`src/hdl/lsu_pkg.sv`:
```
// ==========================================================================
// Shared definitions for the load/store unit address path
// Operand, address and register number types
// Memory opcode enumeration with access size and address form types
// Program counter register number and small classification helpers
// ==========================================================================

package lsu_pkg;

	// ==========================================================================
	// Operand and register types
	// ==========================================================================

	// A 64-bit operand value or generated address
	typedef logic [63:0] value_t;
	// The program counter is the same width as any other address
	typedef logic [63:0] pc_address_t;
	// Architectural register number
	typedef logic [6:0] aregno_t;
	// Left-shift amount applied to the index in the indexed form
	typedef logic [2:0] scale_t;
	// Load/store queue entry, carried along untouched
	typedef logic [3:0] tag_t;
	// One bit per byte lane of the 64-bit word, bit n is byte n
	typedef logic [7:0] byte_en_t;

	// A source register with this number reads as the program counter
	localparam aregno_t PC_REGNO = 7'd53;

	// ==========================================================================
	// Opcodes and access classification
	// ==========================================================================

	// Loads with a U suffix zero-extend, the others sign-extend.
	// LDX, STX and AMO always move a full octa
	typedef enum logic [6:0] {
		OP_NOP  = 7'h00,
		OP_LDB  = 7'h40,
		OP_LDBU = 7'h41,
		OP_LDW  = 7'h42,
		OP_LDWU = 7'h43,
		OP_LDT  = 7'h44,
		OP_LDTU = 7'h45,
		OP_LDO  = 7'h46,
		OP_LDX  = 7'h47,
		OP_STB  = 7'h48,
		OP_STW  = 7'h49,
		OP_STT  = 7'h4a,
		OP_STO  = 7'h4b,
		OP_STX  = 7'h4c,
		OP_AMO  = 7'h4f
	} opcode_e;

	// Access size, the width in bytes is 1 << size
	typedef enum logic [1:0] {
		SZ_BYTE  = 2'd0,
		SZ_WYDE  = 2'd1,
		SZ_TETRA = 2'd2,
		SZ_OCTA  = 2'd3
	} mem_size_e;

	// How the effective address is formed, encoding 3 is unused
	typedef enum logic [1:0] {
		KIND_DISP    = 2'd0,
		KIND_INDEXED = 2'd1,
		KIND_ATOMIC  = 2'd2
	} mem_kind_e;

	// True for every opcode that the address path accepts
	function automatic logic is_mem_op(opcode_e op);
		return op inside {OP_LDB, OP_LDBU, OP_LDW, OP_LDWU, OP_LDT, OP_LDTU,
			OP_LDO, OP_LDX, OP_STB, OP_STW, OP_STT, OP_STO, OP_STX, OP_AMO};
	endfunction

	// Width of an access in bytes
	function automatic logic [3:0] size_bytes(mem_size_e sz);
		return 4'd1 << sz;
	endfunction

endpackage

```
`src/hdl/mem_op_if.sv`:
```
// ==========================================================================
// Decoded memory operation link from decode to address generation
// Carries the operands and the access classification of one operation
// ==========================================================================

`timescale 1ns/1ps

interface mem_op_if import lsu_pkg::*; ();

	// Strobe, the other fields only matter while this is high
	logic      valid;
	tag_t      tag;
	logic      is_store;
	logic      sign_ext;
	mem_size_e size;
	mem_kind_e kind;
	// Base operand after program counter substitution
	value_t    base;
	// Index operand, unscaled
	value_t    index;
	scale_t    scale;
	value_t    disp;

	// Decode side
	modport src (
		output valid, tag, is_store, sign_ext, size, kind,
		output base, index, scale, disp
	);

	// Address generation side
	modport dst (
		input valid, tag, is_store, sign_ext, size, kind,
		input base, index, scale, disp
	);

endinterface

```
`src/hdl/mem_addr_if.sv`:
```
// ==========================================================================
// Generated address link from address generation to alignment
// Carries the effective address and the access attributes
// ==========================================================================

`timescale 1ns/1ps

interface mem_addr_if import lsu_pkg::*; ();

	// Strobe, the other fields only matter while this is high
	logic      valid;
	tag_t      tag;
	logic      is_store;
	logic      sign_ext;
	mem_size_e size;
	// Full 64-bit effective address
	value_t    addr;

	// Address generation side
	modport src (
		output valid, tag, is_store, sign_ext, size, addr
	);

	// Alignment side
	modport dst (
		input valid, tag, is_store, sign_ext, size, addr
	);

endinterface

```
`src/hdl/lsu_decode.sv`:
```
// ==========================================================================
// First stage of the address path
// Classifies the opcode, substitutes the program counter for register
// operands that name it, and registers the decoded operation
// ==========================================================================

`timescale 1ns/1ps

module lsu_decode import lsu_pkg::*; (
	input  logic        clk,
	input  logic        rst_n,
	input  logic        in_valid,
	input  tag_t        in_tag,
	input  opcode_e     opcode,
	input  scale_t      scale,
	input  aregno_t     ra,
	input  aregno_t     rb,
	input  value_t      a,
	input  value_t      b,
	input  value_t      imm,
	input  pc_address_t pc,
	mem_op_if.src       op
);

	logic      dec_store;
	logic      dec_sext;
	mem_size_e dec_size;
	mem_kind_e dec_kind;
	value_t    base_sel;
	value_t    index_sel;

	// Opcode classification into size, direction, extension and address form
	always_comb
	begin
		case (opcode)
			OP_LDB, OP_LDBU, OP_STB: dec_size = SZ_BYTE;
			OP_LDW, OP_LDWU, OP_STW: dec_size = SZ_WYDE;
			OP_LDT, OP_LDTU, OP_STT: dec_size = SZ_TETRA;
			// Octa loads and stores, indexed and atomic forms all move eight bytes
			default: dec_size = SZ_OCTA;
		endcase
		case (opcode)
			OP_LDX, OP_STX: dec_kind = KIND_INDEXED;
			// An atomic read-modify-write is treated as an octa access
			OP_AMO: dec_kind = KIND_ATOMIC;
			default: dec_kind = KIND_DISP;
		endcase
		// Only the loads without a U suffix sign-extend
		dec_sext  = opcode inside {OP_LDB, OP_LDW, OP_LDT};
		dec_store = opcode inside {OP_STB, OP_STW, OP_STT, OP_STO, OP_STX};
	end

	// Register 53 reads as the program counter
	assign base_sel = (ra == PC_REGNO) ? pc : a;

	// Atomics always take the plain b operand as their index
	assign index_sel = (opcode != OP_AMO && rb == PC_REGNO) ? pc : b;

	// ==========================================================================
	// Stage register
	// ==========================================================================

	// Non-memory opcodes are dropped here and never leave the stage
	always_ff @(posedge clk)
	begin
		if (!rst_n)
			op.valid <= 1'b0;
		else
			op.valid <= in_valid && is_mem_op(opcode);
	end

	// Payload is loaded every cycle and only qualified by valid
	always_ff @(posedge clk)
	begin
		op.tag      <= in_tag;
		op.is_store <= dec_store;
		op.sign_ext <= dec_sext;
		op.size     <= dec_size;
		op.kind     <= dec_kind;
		op.base     <= base_sel;
		op.index    <= index_sel;
		op.scale    <= scale;
		op.disp     <= imm;
	end

	// A decoded store never sign-extends, and only the displacement form
	// carries a size below an octa
	a_class_consistent: assert property (
		@(posedge clk) disable iff (!rst_n)
		op.valid |-> !(op.is_store && op.sign_ext) &&
			(op.kind == KIND_DISP || op.size == SZ_OCTA)
	);

endmodule

```
`src/hdl/lsu_agen.sv`:
```
// ==========================================================================
// Second stage of the address path
// Forms the effective address for the displacement, indexed and atomic
// address forms and registers it with the access attributes
// ==========================================================================

`timescale 1ns/1ps

module lsu_agen import lsu_pkg::*; (
	input  logic   clk,
	input  logic   rst_n,
	mem_op_if.dst  op,
	mem_addr_if.src ad
);

	value_t scaled_index;
	value_t addr_next;

	// The index is scaled even when it is the program counter
	assign scaled_index = op.index << op.scale;

	// Effective address for each form
	always_comb
	begin
		case (op.kind)
			KIND_INDEXED:
				addr_next = op.base + scaled_index + op.disp;
			// Atomics ignore the scale and the displacement
			KIND_ATOMIC:
				addr_next = op.base + op.index;
			default:
				addr_next = op.base + op.disp;
		endcase
	end

	// ==========================================================================
	// Stage register
	// ==========================================================================

	always_ff @(posedge clk)
	begin
		if (!rst_n)
			ad.valid <= 1'b0;
		else
			ad.valid <= op.valid;
	end

	// Attributes pass straight through alongside the new address
	always_ff @(posedge clk)
	begin
		ad.tag      <= op.tag;
		ad.is_store <= op.is_store;
		ad.sign_ext <= op.sign_ext;
		ad.size     <= op.size;
		ad.addr     <= addr_next;
	end

	// Decode only ever produces the three defined address forms
	a_kind_defined: assert property (
		@(posedge clk) disable iff (!rst_n)
		op.valid |-> op.kind inside {KIND_DISP, KIND_INDEXED, KIND_ATOMIC}
	);

endmodule

```
`src/hdl/lsu_align.sv`:
```
// ==========================================================================
// Third stage of the address path
// Derives the byte lane enables and the misalignment flag for the
// addressed 64-bit word and drives the unit's outputs
// ==========================================================================

`timescale 1ns/1ps

module lsu_align import lsu_pkg::*; (
	input  logic      clk,
	input  logic      rst_n,
	mem_addr_if.dst   ad,
	output logic      out_valid,
	output tag_t      out_tag,
	output logic      out_store,
	output logic      out_sign_ext,
	output mem_size_e out_size,
	output value_t    out_addr,
	output byte_en_t  out_byte_en,
	output logic      out_misaligned
);

	logic [3:0] width;
	logic [2:0] lane;
	byte_en_t   lane_mask;
	logic       misaligned;
	byte_en_t   byte_en_next;

	// Access width in bytes and the starting lane within the word
	assign width = size_bytes(ad.size);
	assign lane  = ad.addr[2:0];

	// Contiguous run of enables for each width, starting at lane 0
	always_comb
	begin
		case (ad.size)
			SZ_BYTE:  lane_mask = 8'h01;
			SZ_WYDE:  lane_mask = 8'h03;
			SZ_TETRA: lane_mask = 8'h0f;
			default:  lane_mask = 8'hff;
		endcase
	end

	// Any low address bit below the width makes the access misaligned
	assign misaligned = |(lane & (width[2:0] - 3'd1)) || (width[3] && lane != 3'd0);

	// An aligned run never crosses the top lane, so the shift cannot overflow
	assign byte_en_next = misaligned ? '0 : byte_en_t'(lane_mask << lane);

	// ==========================================================================
	// Output register
	// ==========================================================================

	always_ff @(posedge clk)
	begin
		if (!rst_n)
			out_valid <= 1'b0;
		else
			out_valid <= ad.valid;
	end

	always_ff @(posedge clk)
	begin
		out_tag        <= ad.tag;
		out_store      <= ad.is_store;
		out_sign_ext   <= ad.sign_ext;
		out_size       <= ad.size;
		out_addr       <= ad.addr;
		out_byte_en    <= byte_en_next;
		out_misaligned <= misaligned;
	end

	// An aligned access enables exactly as many lanes as it has bytes
	a_enable_count: assert property (
		@(posedge clk) disable iff (!rst_n)
		(out_valid && !out_misaligned) |->
			($countones(out_byte_en) == int'(size_bytes(out_size)))
	);

endmodule

```
`src/hdl/lsu_addr_top.sv`:
```
// ==========================================================================
// Top level of the load/store address path
// Joins decode, address generation and alignment into a three-stage
// pipeline with plain ports on both ends
// ==========================================================================

`timescale 1ns/1ps

module lsu_addr_top import lsu_pkg::*; (
	input  logic        clk,
	input  logic        rst_n,
	// Incoming memory instruction
	input  logic        in_valid,
	input  tag_t        in_tag,
	input  opcode_e     opcode,
	input  scale_t      scale,
	input  aregno_t     ra,
	input  aregno_t     rb,
	input  value_t      a,
	input  value_t      b,
	input  value_t      imm,
	input  pc_address_t pc,
	// Aligned access, three cycles after the instruction
	output logic        out_valid,
	output tag_t        out_tag,
	output logic        out_store,
	output logic        out_sign_ext,
	output mem_size_e   out_size,
	output value_t      out_addr,
	output byte_en_t    out_byte_en,
	output logic        out_misaligned
);

	// Stage links
	mem_op_if   op_link ();
	mem_addr_if addr_link ();

	// Decode and program counter substitution
	lsu_decode u_decode (
		.clk      (clk),
		.rst_n    (rst_n),
		.in_valid (in_valid),
		.in_tag   (in_tag),
		.opcode   (opcode),
		.scale    (scale),
		.ra       (ra),
		.rb       (rb),
		.a        (a),
		.b        (b),
		.imm      (imm),
		.pc       (pc),
		.op       (op_link.src)
	);

	// Effective address
	lsu_agen u_agen (
		.clk   (clk),
		.rst_n (rst_n),
		.op    (op_link.dst),
		.ad    (addr_link.src)
	);

	// Byte enables and misalignment
	lsu_align u_align (
		.clk            (clk),
		.rst_n          (rst_n),
		.ad             (addr_link.dst),
		.out_valid      (out_valid),
		.out_tag        (out_tag),
		.out_store      (out_store),
		.out_sign_ext   (out_sign_ext),
		.out_size       (out_size),
		.out_addr       (out_addr),
		.out_byte_en    (out_byte_en),
		.out_misaligned (out_misaligned)
	);

endmodule

```
`config.mk`:
```
export PLATFORM = sky130hd
export DESIGN_NAME = lsu_addr_top
export DESIGN_NICKNAME = d
export VERILOG_FILES = /design/src/hdl/lsu_pkg.sv /design/src/hdl/mem_op_if.sv /design/src/hdl/mem_addr_if.sv /design/src/hdl/lsu_decode.sv /design/src/hdl/lsu_agen.sv /design/src/hdl/lsu_align.sv /design/src/hdl/lsu_addr_top.sv
export SDC_FILE = /design/constraint.sdc
export NUM_CORES = 1
export LEC_CHECK = 0
export BUFFER_PORTS_ARGS = -buffer_cell sky130_fd_sc_hd__buf_2
export CELL_PAD_IN_SITES_DETAIL_PLACEMENT = 1
export CELL_PAD_IN_SITES_GLOBAL_PLACEMENT = 1
export CORE_UTILIZATION = 40
export DETAILED_ROUTE_END_ITERATION = 12
export GPL_ROUTABILITY_DRIVEN = 0
export GPL_TIMING_DRIVEN = 0
export PLACE_DENSITY_LB_ADDON = 0.1
export RECOVER_POWER = 50
export SYNTH_ARGS = -nofsm -noshare
export SYNTH_HDL_FRONTEND = slang
export SYNTH_SLANG_ARGS = --single-unit
```
`constraint.sdc`:
```
create_clock -name clk -period 12.5 [get_ports clk]
set_input_delay 1.875 -clock clk [delete_from_list [all_inputs] [get_ports clk]]
set_output_delay 1.875 -clock clk [all_outputs]
set_load 0.05 [all_outputs]
```
==> impl_results.md, run 1 <==
* Area growth, synth to finish at 18.5%
* Fmax at 0.136 GHz
* Commonest non-fill, non-tap cell in the layout: dfxtp_1
* Core Util, Final at 0.480
* Post-layout minimum cycle time at 7.37 ns
* Core Box Area at 52,600 um2
* Most frequent cells in the layout: dfxtp_1, buf_2, mux2_2, a21oi_1, clkbuf_1
* Dpl hpwl at 62.1 mm
* Status: finished, final reports clean
* Synth Instances at 2,115
* Reg clk slew, reported paths at 0.06 ns
* CTS tree: yes
* Worst-margin pin slew at 1.30 ns
* Wire length per cell at 23.7 um
* Rel. slew slack at 0.135
* Share of cells above drive strength 1 at 0.268
* Clock Path Buffers at 3
* First-pass GRT wire length at 116 mm
* Buffer count from post-CTS setup fixing at 0
* Vias at 18,200
* Hold buffers post-CTS at 0
* I/O Pins at 369
* Antenna Nets Post-Route at 0
* Crit path max fanout at 10
* Worst setup EP type: flip-flop
* # H-tree levels at 2
* Vias in the first global route at 19,000
* Port Buffers at 368
* Number of library cell types mapped by synthesis at 75
* Initial DRC Count at 1,064
* HP Class: reg2reg
* Cell Pwr Density at 162 nW/um2
* Yosys warnings at 0
* RSZ-0062 raised after global routing: false
* Skew final at 0.0343 ns
* GRT overflow at 0
* Finished Layout Cells at 3,237
* Post-synth EDFFs at 0
* First drt pass iteration count at 5
* Overall power at 4.07 mW
* CTS buffer count at 37
* Fin nets at 2,999
* Die area at 54,100 um2
* Netlist Area Pre-Place at 21,300 um2
* Startpoint Class: flip-flop
* Clock Sinks at 361
* Initial antenna violation count at 1
* Max cap viols at 0
* Initial core utilization at 0.405
* Leak at 10.8 nW
* FFs w/ async S/R, synth at 0
* Drt drc at 0
* Seq/Total Area, Yosys at 0.340
* Cells resized by post-CTS repair at 0
* Tcrit/Tclk final at 0.589
* Setup violations, final at 0
* Die Wd at 233 um
* Vias/cell at 5.63
* GRT Util Overall at 0.282
* Syn_area_per_cell at 10.1 um2
* # diodes at 0
* Critical path class: reg2reg
* Synthesized flop and latch total at 361
* Detailed Route WL at 76.7 mm
* Synth Flop Type: dfxtp_1
* TNS Setup at 0 ns
* IR drop worst, VDD at 0.0000900 V
* Placed cell count at 3,171
* Final worst slack at 5.13 ns
* Die Y-Extent at 233 um
* Worst skew pair latency at 0.57 ns
* Slew Viols, Final at 0
* Critical Path RT at 12.90 ns
* Largest net degree at the start of global routing at 17
* Root Driver: clkbuf_16
* Crit path DAT at 7.77 ns
* Syn Nets at 2,592
* Pre-CTS setup slack at 5.33 ns
* Row cnt at 84
* Endpoints failing hold at 0
* Filler Cell Count at 6,040
-- registers in the layout, indices dropped and copies added (netlist names), 3 cells and up --
name / count
u_decode.op.scale: 3
u_agen.ad.addr: 64
u_agen.ad.tag: 4
u_decode.op.base: 64
u_decode.op.disp: 64
u_align.out_byte_en: 8
u_decode.op.tag: 4
u_align.out_addr: 64
u_align.out_tag: 4
u_decode.op.index: 64
-- cell usage after synthesis, types with 5 or more instances --
cell	number	share of area
o21bai_1	29	0.010
o21a_1	23	0.0081
xor2_1	53	0.022
a21oi_1	180	0.042
or3_1	9	0.0026
a211oi_1	11	0.0039
mux2_2	247	0.13
nand2b_1	21	0.0062
mux2i_1	25	0.012
nand2_1	141	0.025
buf_1	15	0.0026
o21ai_1	5	0.0012
dfxtp_1	361	0.34
a211o_1	7	0.0029
or2_2	6	0.0018
a21o_1	81	0.029
inv_1	29	0.0051
ha_1	125	0.074
nand4_1	45	0.013
o31ai_1	11	0.0039
and3_1	9	0.0026
a31oi_1	27	0.0079
nor2b_1	16	0.0047
xnor2_1	61	0.025
o211ai_1	8	0.0028
and2_1	9	0.0026
a21boi_0	6	0.0021
clkbuf_1	101	0.018
o21ai_0	96	0.023
nor2_1	121	0.021
mux4_2	46	0.049
fa_1	65	0.061
nand3_1	25	0.0059
nor3_1	23	0.0054
-- final timing paths --
kind	end	from	slack (ns)	depth (start not counted)
max	u_agen.ad.addr[62]	u_decode.op.scale[1]	5.13	17
min	u_align.out_tag[0]	u_agen.ad.tag[0]	0.33	0
max reg2reg	u_agen.ad.addr[62]	u_decode.op.scale[1]	5.13	17
min reg2reg	u_align.out_tag[0]	u_agen.ad.tag[0]	0.33	0
-- cells by family after synthesis --
| kind of cell | share of synthesized area |
|---|---|
| AO/OA/AOI/OAI | 0.161 |
| AND/OR/NAND/NOR | 0.100 |
| flip-flops | 0.340 |
| multiplexers | 0.191 |
| adder cells (fa/ha/maj) | 0.135 |
| buffers and inverters | 0.0262 |
| XOR/XNOR | 0.0470 |
-- worst max-delay path, stage by stage, from the launching register on --
cell and delay [ns]:
dfxtp_1 0.42, buf_1 0.94, buf_1 0.62, clkbuf_1 0.43, o21ai_0 0.23, nor2_1 0.17, fa_1 0.46, ha_1 0.32
a211o_1 0.32, a211oi_1 0.47, nor4_1 0.10, o31ai_1 0.51, a21oi_1 0.41, a21bo_2 0.36, a21oi_1 0.52, o21ai_0 0.27
a21o_1 0.22, a211oi_1 0.43
-- per-layer routing --
metal,wire length (um),track usage
met5,0,0
met4,2210,0.0837
met3,4000,0.0360
met2,35900,0.471
met1,34600,0.377
-- report_power, final --
group | internal [mW] | switching, mW | leakage, nW | total, mW
combinational | 0.549 | 0.977 | 7.13 | 1.53
sequential | 1.30 | 0.0724 | 3.04 | 1.37
clock | 0.708 | 0.470 | 0.647 | 1.18
total | 2.55 | 1.52 | 10.8 | 4.07
-- through the flow --
stage               hold WS (ns)  instance area [um2]
floorplan                  0.310                21300
global placement           0.310                24000
detailed placement         0.313                24000
CTS                        0.328                25300
global route               0.333                25200
finish                     0.327                25200
-- cell type report --
type                    instances  area (um2)  area share
inverters                      29         109     0.00432
repair buffers                368        1770      0.0703
flip-flops and latches        361        7230       0.287
plain buffers                 118         448      0.0178
clock inverters                18         245     0.00973
multi-input cells            1607       13500       0.535
well taps                     688         861      0.0342
clock buffers                  48        1060      0.0421
(Power assumes the default switching activity.)
==> run 2: changes to the inputs <==
- ABC_AREA: default -> 1
- CORE_UTILIZATION: 40 -> 37
- clock period: 12.5 -> 6.61 ns (I/O delays scaled with it)
==> run 2 against run 1 <==
Compared with the run above: via count grew 48%; critical path depth fell by 2; combinational power up 130%; non-clock buffer count fell by 33; count of clock-buffer cells in the layout increased by 2; design area is 17% higher; global-route usage up 3.8 points; first-iteration DRC count grew 79%; critical endpoint is now u_agen.ad.addr[26]; largest cell class unchanged; largest power group unchanged; highest routed layer is now met5.
==> impl_results.md, run 2 <==
* Status: finished, final reports clean
* Setup crit start: u_decode.op.scale[1]
* Synthesized flop and latch total at 361 (unchanged)
* GRT Util Overall at 0.320 (+0.0383)
* Initial core utilization at 0.375 (-0.0298)
* Crit path max fanout at 10 (unchanged)
* FFs w/ async S/R, synth at 0 (unchanged)
* Die Wd at 263 um (+13%)
* GRT overflow at 0 (unchanged)
* Hold path startpoint: u_agen.ad.tag[2]
* FF-to-FF path depth at 15 (-2)
* Comb pwr share at 0.431 (+0.056)
* Global Route met3 Usage at 0.0393 (+0.00326)
* Skew final at 0.0174 ns (-0.0170 ns)
* Setup violations, final at 0 (unchanged)
* Wire length per cell at 21.0 um (-11%)
* Number of library cell types mapped by synthesis at 44 (-41%)
* Post-synth EDFFs at 0 (unchanged)
* Yosys warnings at 0 (unchanged)
* Cell Pwr Density at 275 nW/um2 (+70%)
* Clock Path Buffers at 3 (unchanged)
* Reg clk slew, reported paths at 0.06 ns (about the same)
* Power Internal at 4.57 mW (+79%)
* Worst path slowest cell: clkbuf_1
* WP buf/inv at 2 (-1)
* TNS Setup at 0 ns (unchanged)
* # H-tree levels at 2 (unchanged)
* IR drop worst, VDD at 0.000202 V (+130%)
* Pre-CTS setup slack at 1.76 ns (-3.57 ns)
* Detailed Route WL at 113 mm (+47%)
* Worst Hold Depth at 0 (unchanged)
* Startpoint Class: flip-flop
* I/O Pins at 369 (unchanged)
* Port Buffers at 368 (unchanged)
* Final worst slack at 1.66 ns (-3.48 ns)
* Die Y-Extent at 263 um (+13%)
* Cells resized by post-CTS repair at 0 (unchanged)
* Flop pwr share at 0.313 (-0.023)
* Reg2reg start: u_decode.op.scale[1]
* Most instantiated cells after synthesis: nand2_1, inv_1, dfxtp_1, o21ai_0, nor2_1
* First drt pass iteration count at 5 (unchanged)
* Initial DRC Count at 1,900 (+79%)
* Endpoints failing hold at 0 (unchanged)
* Cell taking the most area after synthesis: dfxtp_1
* HP Class: reg2reg
* GR Layer Usage met2 at 0.505 (+0.0336)
* Reg2reg end: u_agen.ad.addr[26]
* Top-count cell post-synth: nand2_1
* Netlist Area Pre-Place at 25,300 um2 (+19%)
* Worst-margin pin slew at 0.935 ns (-0.363 ns)
* Clock Sinks at 361 (unchanged)
* Vias at 26,900 (+48%)
* Clock power frac at 0.256 (-0.033)
* Largest net degree at the start of global routing at 16 (-1)
* Sw frac at 0.435 (+0.0617)
* Slew Viols, Final at 0 (unchanged)
* R2r setup slk at 1.66 ns (-3.48 ns)
* Busiest layer in global routing: met2
* Placed inst area at 28,200 um2 (+18%)
* Critical Path RT at 7.00 ns (-5.90 ns)
* Synth top area share at 0.286 (-0.0538)
* Drt drc at 0 (unchanged)
* Top cells by area, synth: dfxtp_1, nand2_1, inv_1
* Finished Cell Area at 29,400 um2 (+17%)
* Initial antenna violation count at 9 (+8)
* First-pass GRT wire length at 164 mm (+42%)
* RSZ-0062 raised after global routing: false
* M1 GR Usage at 0.450 (+0.0729)
* Syn Nets at 4,544 (+75%)
* Most frequent cells in the layout: nand2_1, inv_1, buf_2, dfxtp_1, o21ai_0
* Hold buffers post-CTS at 0 (unchanged)
* Commonest non-fill, non-tap cell in the layout: nand2_1
* Antenna Nets Post-Route at 0 (unchanged)
* Vias/cell at 5.00 (-11%)
* Synth Flop Type: dfxtp_1
* Max cap viols at 0 (unchanged)
* Synth Instances at 4,067 (+92%)
* Syn_area_per_cell at 6.21 um2 (-38%)
* Crit path DAT at 5.34 ns (-2.43 ns)
* Worst skew pair latency at 0.58 ns (about the same)
* Core Box Area at 67,400 um2 (+28%)
* Most used cell along the critical path: o21ai_0
* Fin nets at 4,952 (+65%)
* Tcrit/Tclk final at 0.749 (+0.160)
* Share of cells above drive strength 1 at 0.111 (-0.157)
* Hold Path End: u_align.out_tag[2]
* Buffer count from post-CTS setup fixing at 0 (unchanged)
* Seq/Total Area, Yosys at 0.286 (-0.0538)
* Fmax at 0.202 GHz (+49%)
* Dpl hpwl at 99.2 mm (+60%)
* CP cell instances: clkbuf_1 -> clkbuf_1 -> o21ai_0 -> o21ai_0 -> fa_1 -> ha_1 -> nand2_1 -> nor2_1 -> nand3_1 -> nand3b_1 -> nand2_1 -> nand2_1 -> a21oi_1 -> o21ai_0 -> o21ai_0
* Root Driver: clkbuf_16
* Vias in the first global route at 26,600 (+40%)
* Top delay family on crit path: buffers and inverters
* CTS tree: yes
* CTS buffer count at 38 (+2.7%)
* Critical path class: reg2reg
* Post-layout minimum cycle time at 4.95 ns (-2.41 ns)
* Max stage delay on crit path at 0.67 ns (-0.27 ns)
* Leak at 17.0 nW (+57%)
* Area growth, synth to finish at 16.4%
* Placed cell count at 5,308 (+67%)
* Die area at 69,300 um2 (+28%)
* Finished Layout Cells at 5,377 (+66%)
* Rel. slew slack at 0.377 (+0.242)
* Worst setup EP type: flip-flop
* NetSw at 3.51 mW (+130%)
* Row cnt at 95 (+13%)
==> run 2: cell types whose count changed after synthesis, moves of 69 or more <==
cell / delta
nand2_1: +1389
inv_1: +757
o21ai_0: +250
mux2_2: -246
nand3_1: +123
nor2_1: +121
a21o_1: -81
mux2i_1: +69
==> run 2: power by group through the flow <==
stage	Clock (mW)	Sequential, mW	Combinational (mW)
2_1_floorplan	0	2.84	1.87
3_3_place_gp	0	2.57	3.35
3_5_place_dp	0	2.58	3.41
4_1_cts	2.13	2.53	3.43
5_1_grt	2.22	2.55	3.79
6_report	2.07	2.53	3.49
==> run 2: routing by layer <==
| layer | vias to the layer above | wire length (um) |
|---|---|---|
| met3 | 148 | 6710 |
| met5 | - | 42 |
| met2 | 830 | 48600 |
| met1 | 12700 | 53500 |
| li1 | 13200 | - |
| met4 | 6 | 4000 |
==> run 2: metrics by stage <==
step	total power [mW]	hold WS, ns	util
global placement	5.92	0.310	0.418
global route	8.55	0.330	0.436
CTS	8.08	0.325	0.436
detailed placement	5.98	0.313	0.418
finish	8.09	0.321	0.436
floorplan	4.72	0.310	-
==> run 2: worst max path at each step <==
stage / to / slack (ns) / cells after the start
finish: u_agen.ad.addr[26] / 1.66 / 15
global placement: u_agen.ad.addr[26] / 1.76 / 15
global route: u_agen.ad.addr[26] / 1.43 / 15
CTS: u_agen.ad.addr[26] / 1.76 / 15
detailed placement: u_agen.ad.addr[26] / 1.76 / 15
floorplan: u_agen.ad.addr[61] / 3.41 / 20
==> run 2: final cells by class <==
| class | instances | area [um2] |
|---|---|---|
| Antenna cell | 3 | 7.51 |
| Buffer | 85 | 389 |
| Clock buffer | 50 | 1040 |
| Clock inverter | 16 | 170 |
| Fill cell | 9220 | 38000 |
| Inverter | 790 | 2970 |
| Multi-Input combinational cell | 2831 | 14700 |
| Sequential cell | 361 | 7230 |
| Tap cell | 873 | 1090 |
| Timing Repair Buffer | 368 | 1820 |
==> run 2: logic make-up (layout without fill, tap and decap cells) <==
| group | after synthesis | count (layout) | share of synthesized area |
|---|---|---|---|
| and+or+nand+nor | 2037 | 2037 | 0.324 |
| DFF | 361 | 361 | 0.286 |
| muxes | 95 | 95 | 0.0377 |
| other | 0 | 3 | 0 |
| adders and majority gates | 190 | 190 | 0.113 |
| buffers and inverters | 875 | 1309 | 0.133 |
| AOI/OAI and AO/OA | 490 | 490 | 0.0996 |
| xor gates and xnor gates | 19 | 19 | 0.00659 |
==> run 2: worst register-to-register path, stage by stage (launching register included) <==
cell	delay (ns)
dfxtp_1	0.35
clkbuf_1	0.59
clkbuf_1	0.68
o21ai_0	0.31
o21ai_0	0.34
fa_1	0.53
ha_1	0.41
nand2_1	0.12
nor2_1	0.26
nand3_1	0.14
nand3b_1	0.27
nand2_1	0.08
nand2_1	0.28
a21oi_1	0.10
o21ai_0	0.08
o21ai_0	0.23
==> run 3: changes to the inputs <==
- clock period: 6.61 -> 4.3 ns (I/O delays scaled with it)
==> run 3 against run 2 <==
Compared with the run above: non-clock buffer count is 1 higher; routed wire length grew 0.67%; fmax grew 17%; register-to-register slack got worse by 1.6 ns; die area is the same; sequential power increased by 54%; critical endpoint is now u_agen.ad.addr[31].
==> impl_results.md, run 3 (same netlist as run 2, synthesis figures left out) <==
* Status: finished, final reports clean
* R2r setup slk at 0.08 ns (-1.57 ns)
* Critical Path RT at 4.70 ns (-2.30 ns)
* Vias at 27,000 (+0.29%)
* Hold Path End: u_decode.op.disp[19]
* Largest net degree at the start of global routing at 16 (unchanged)
* Port Buffers at 368 (unchanged)
* CTS buffer count at 38 (unchanged)
* Vias in the first global route at 26,600 (-0.041%)
* Share of cells above drive strength 1 at 0.129 (+0.0180)
* Pre-CTS setup slack at -0.549 ns (-2.31 ns)
* Startpoint Class: flip-flop
* Area occupied by multi-input gates at 15,000 um2 (+2.1%)
* First-pass GRT wire length at 164 mm (about the same)
* Worst setup EP type: flip-flop
* Leak at 17.1 nW (+0.13%)
* First drt pass iteration count at 5 (unchanged)
* Root Driver: clkbuf_16
* Detailed Route WL at 114 mm (+0.67%)
* Setup violations, final at 0 (unchanged)
* Die Wd at 263 um (unchanged)
* Initial DRC Count at 1,881 (-1.0%)
* GRT Util Overall at 0.320 (about the same)
* Area occupied by registers at 7230 um2 (unchanged)
* Rel. slew slack at 0.400 (+0.0233)
* Crit path max fanout at 10 (unchanged)
* Core Box Area at 67,400 um2 (unchanged)
* Commonest non-fill, non-tap cell in the layout: nand2_1
* Initial antenna violation count at 8 (-1)
* Worst skew pair latency at 0.58 ns (about the same)
* Reg2reg end: u_agen.ad.addr[31]
* Clock Path Buffers at 3 (unchanged)
* Initial core utilization at 0.375 (unchanged)
* Tcrit/Tclk final at 0.980 (+0.231)
* I/O Pins at 369 (unchanged)
* Vias/cell at 5.02 (+0.27%)
* Fmax at 0.237 GHz (+17%)
* Worst-margin pin slew at 0.900 ns (-0.0350 ns)
* Row cnt at 95 (unchanged)
* Drt drc at 0 (unchanged)
* Hold path startpoint: imm[19]
* Reg2reg start: u_decode.op.kind[0]
* Final worst slack at 0.0840 ns (-1.57 ns)
* HP Class: in2reg
* Max cap viols at 0 (unchanged)
* RSZ-0062 raised after global routing: true
* Overall power at 12.6 mW (+56%)
* Cell Pwr Density at 425 nW/um2 (+55%)
* FF-to-FF path depth at 17 (+2)
* Slew Viols, Final at 0 (unchanged)
* Critical path class: reg2reg
* Die area at 69,300 um2 (unchanged)
* Skew final at 0.0131 ns (-0.00431 ns)
* CTS tree: yes
* Endpoints failing hold at 0 (unchanged)
* Die Y-Extent at 263 um (unchanged)
* Clock Sinks at 361 (unchanged)
* Antenna Nets Post-Route at 0 (unchanged)
* Reg clk slew, reported paths at 0.06 ns (about the same)
* Dpl hpwl at 99.2 mm (unchanged)
* Worst Hold Depth at 1 (+1)
* # H-tree levels at 2 (unchanged)
* Most frequent cells in the layout: nand2_1, inv_1, buf_2, dfxtp_1, o21ai_0
* IR drop worst, VDD at 0.000315 V (+56%)
* Fin nets at 4,953 (+0.020%)
* Crit path DAT at 4.62 ns (-0.72 ns)
* Filler Cell Count at 9,196 (-0.26%)
* GRT overflow at 0 (unchanged)
* Area growth, synth to finish at 17.8%
* Wire length per cell at 21.1 um (+0.65%)
* Post-layout minimum cycle time at 4.22 ns (-0.737 ns)
## run 3: cell types whose count changed in the layout (fill, tap and decap cells not counted), sizes merged
cell    delta
buf        +4
clkbuf     -3
## run 3: where the power goes
part	switching, mW	internal (mW)
clock network	1.40	1.78
logic	3.89	1.68
registers	0.177	3.71
total	5.47	7.17
## run 3: how the worst max path moves through the flow
stage	slack (ns)	start	endpoint	cells after the start
finish	0.08	u_decode.op.kind[0]	u_agen.ad.addr[31]	17
global route	-0.12	u_decode.op.scale[0]	u_agen.ad.addr[29]	21
CTS	-0.05	u_decode.op.scale[0]	u_agen.ad.addr[26]	20
detailed placement	-0.55	u_decode.op.scale[1]	u_agen.ad.addr[26]	15
global placement	-0.55	u_decode.op.scale[1]	u_agen.ad.addr[26]	15
floorplan	1.10	u_decode.op.scale[2]	u_agen.ad.addr[61]	20
## run 3: per-stage QoR
step                       util  hold WS (ns)  setup TNS (ns)  area, um2  instances
final                     0.441         0.164               0      29700       5378
after global routing      0.441         0.146          -0.740      29700       5377
after CTS                 0.437         0.138         -0.0513      29400       5373
after detailed placement  0.418         0.313          -11.08      28200       5308
after global placement    0.418         0.310          -10.16      28200       5308
after floorplan               -         0.310               0      25300       4067
## run 3: final cells by class
cell class              count  share of cell area
well taps                 873              0.0367
diodes                      3            0.000252
clock buffers              50              0.0348
flip-flops and latches    361               0.243
repair buffers            370              0.0620
clock inverters            16             0.00572
multi-input cells        2831               0.504
plain buffers              84              0.0139
inverters                 790              0.0997
## run 3: per-layer routing
metal  track usage  up-vias  share of wire
met1         0.450    12800           0.47
met4         0.105        4          0.033
li1              -    13200              -
met5             0        -        0.00021
met3        0.0384      139          0.061
met2         0.505      847           0.43
## run 3: critical path: stages, from the launching register on
cell and delay (ns):
dfxtp_1 0.31, inv_1 0.04, nand2_1 0.38, clkbuf_2 0.43, buf_1 0.72, nand2_1 0.10
o21ai_0 0.22, ha_1 0.33, nand3_1 0.10, nand3_2 0.13, nand2_1 0.11, nand2_2 0.10
nand2_1 0.09, nand2_1 0.14, nand2_1 0.12, nand2_1 0.15, o21ai_0 0.35, o22ai_1 0.21
## run 3: timing repair
action	CTS	global route
hold endpoints to repair	0	0
pin swaps	0	6
setup endpoints to repair	48	48
gates resized for setup	20	88
hold buffers	0	0
buffers inserted	0	2
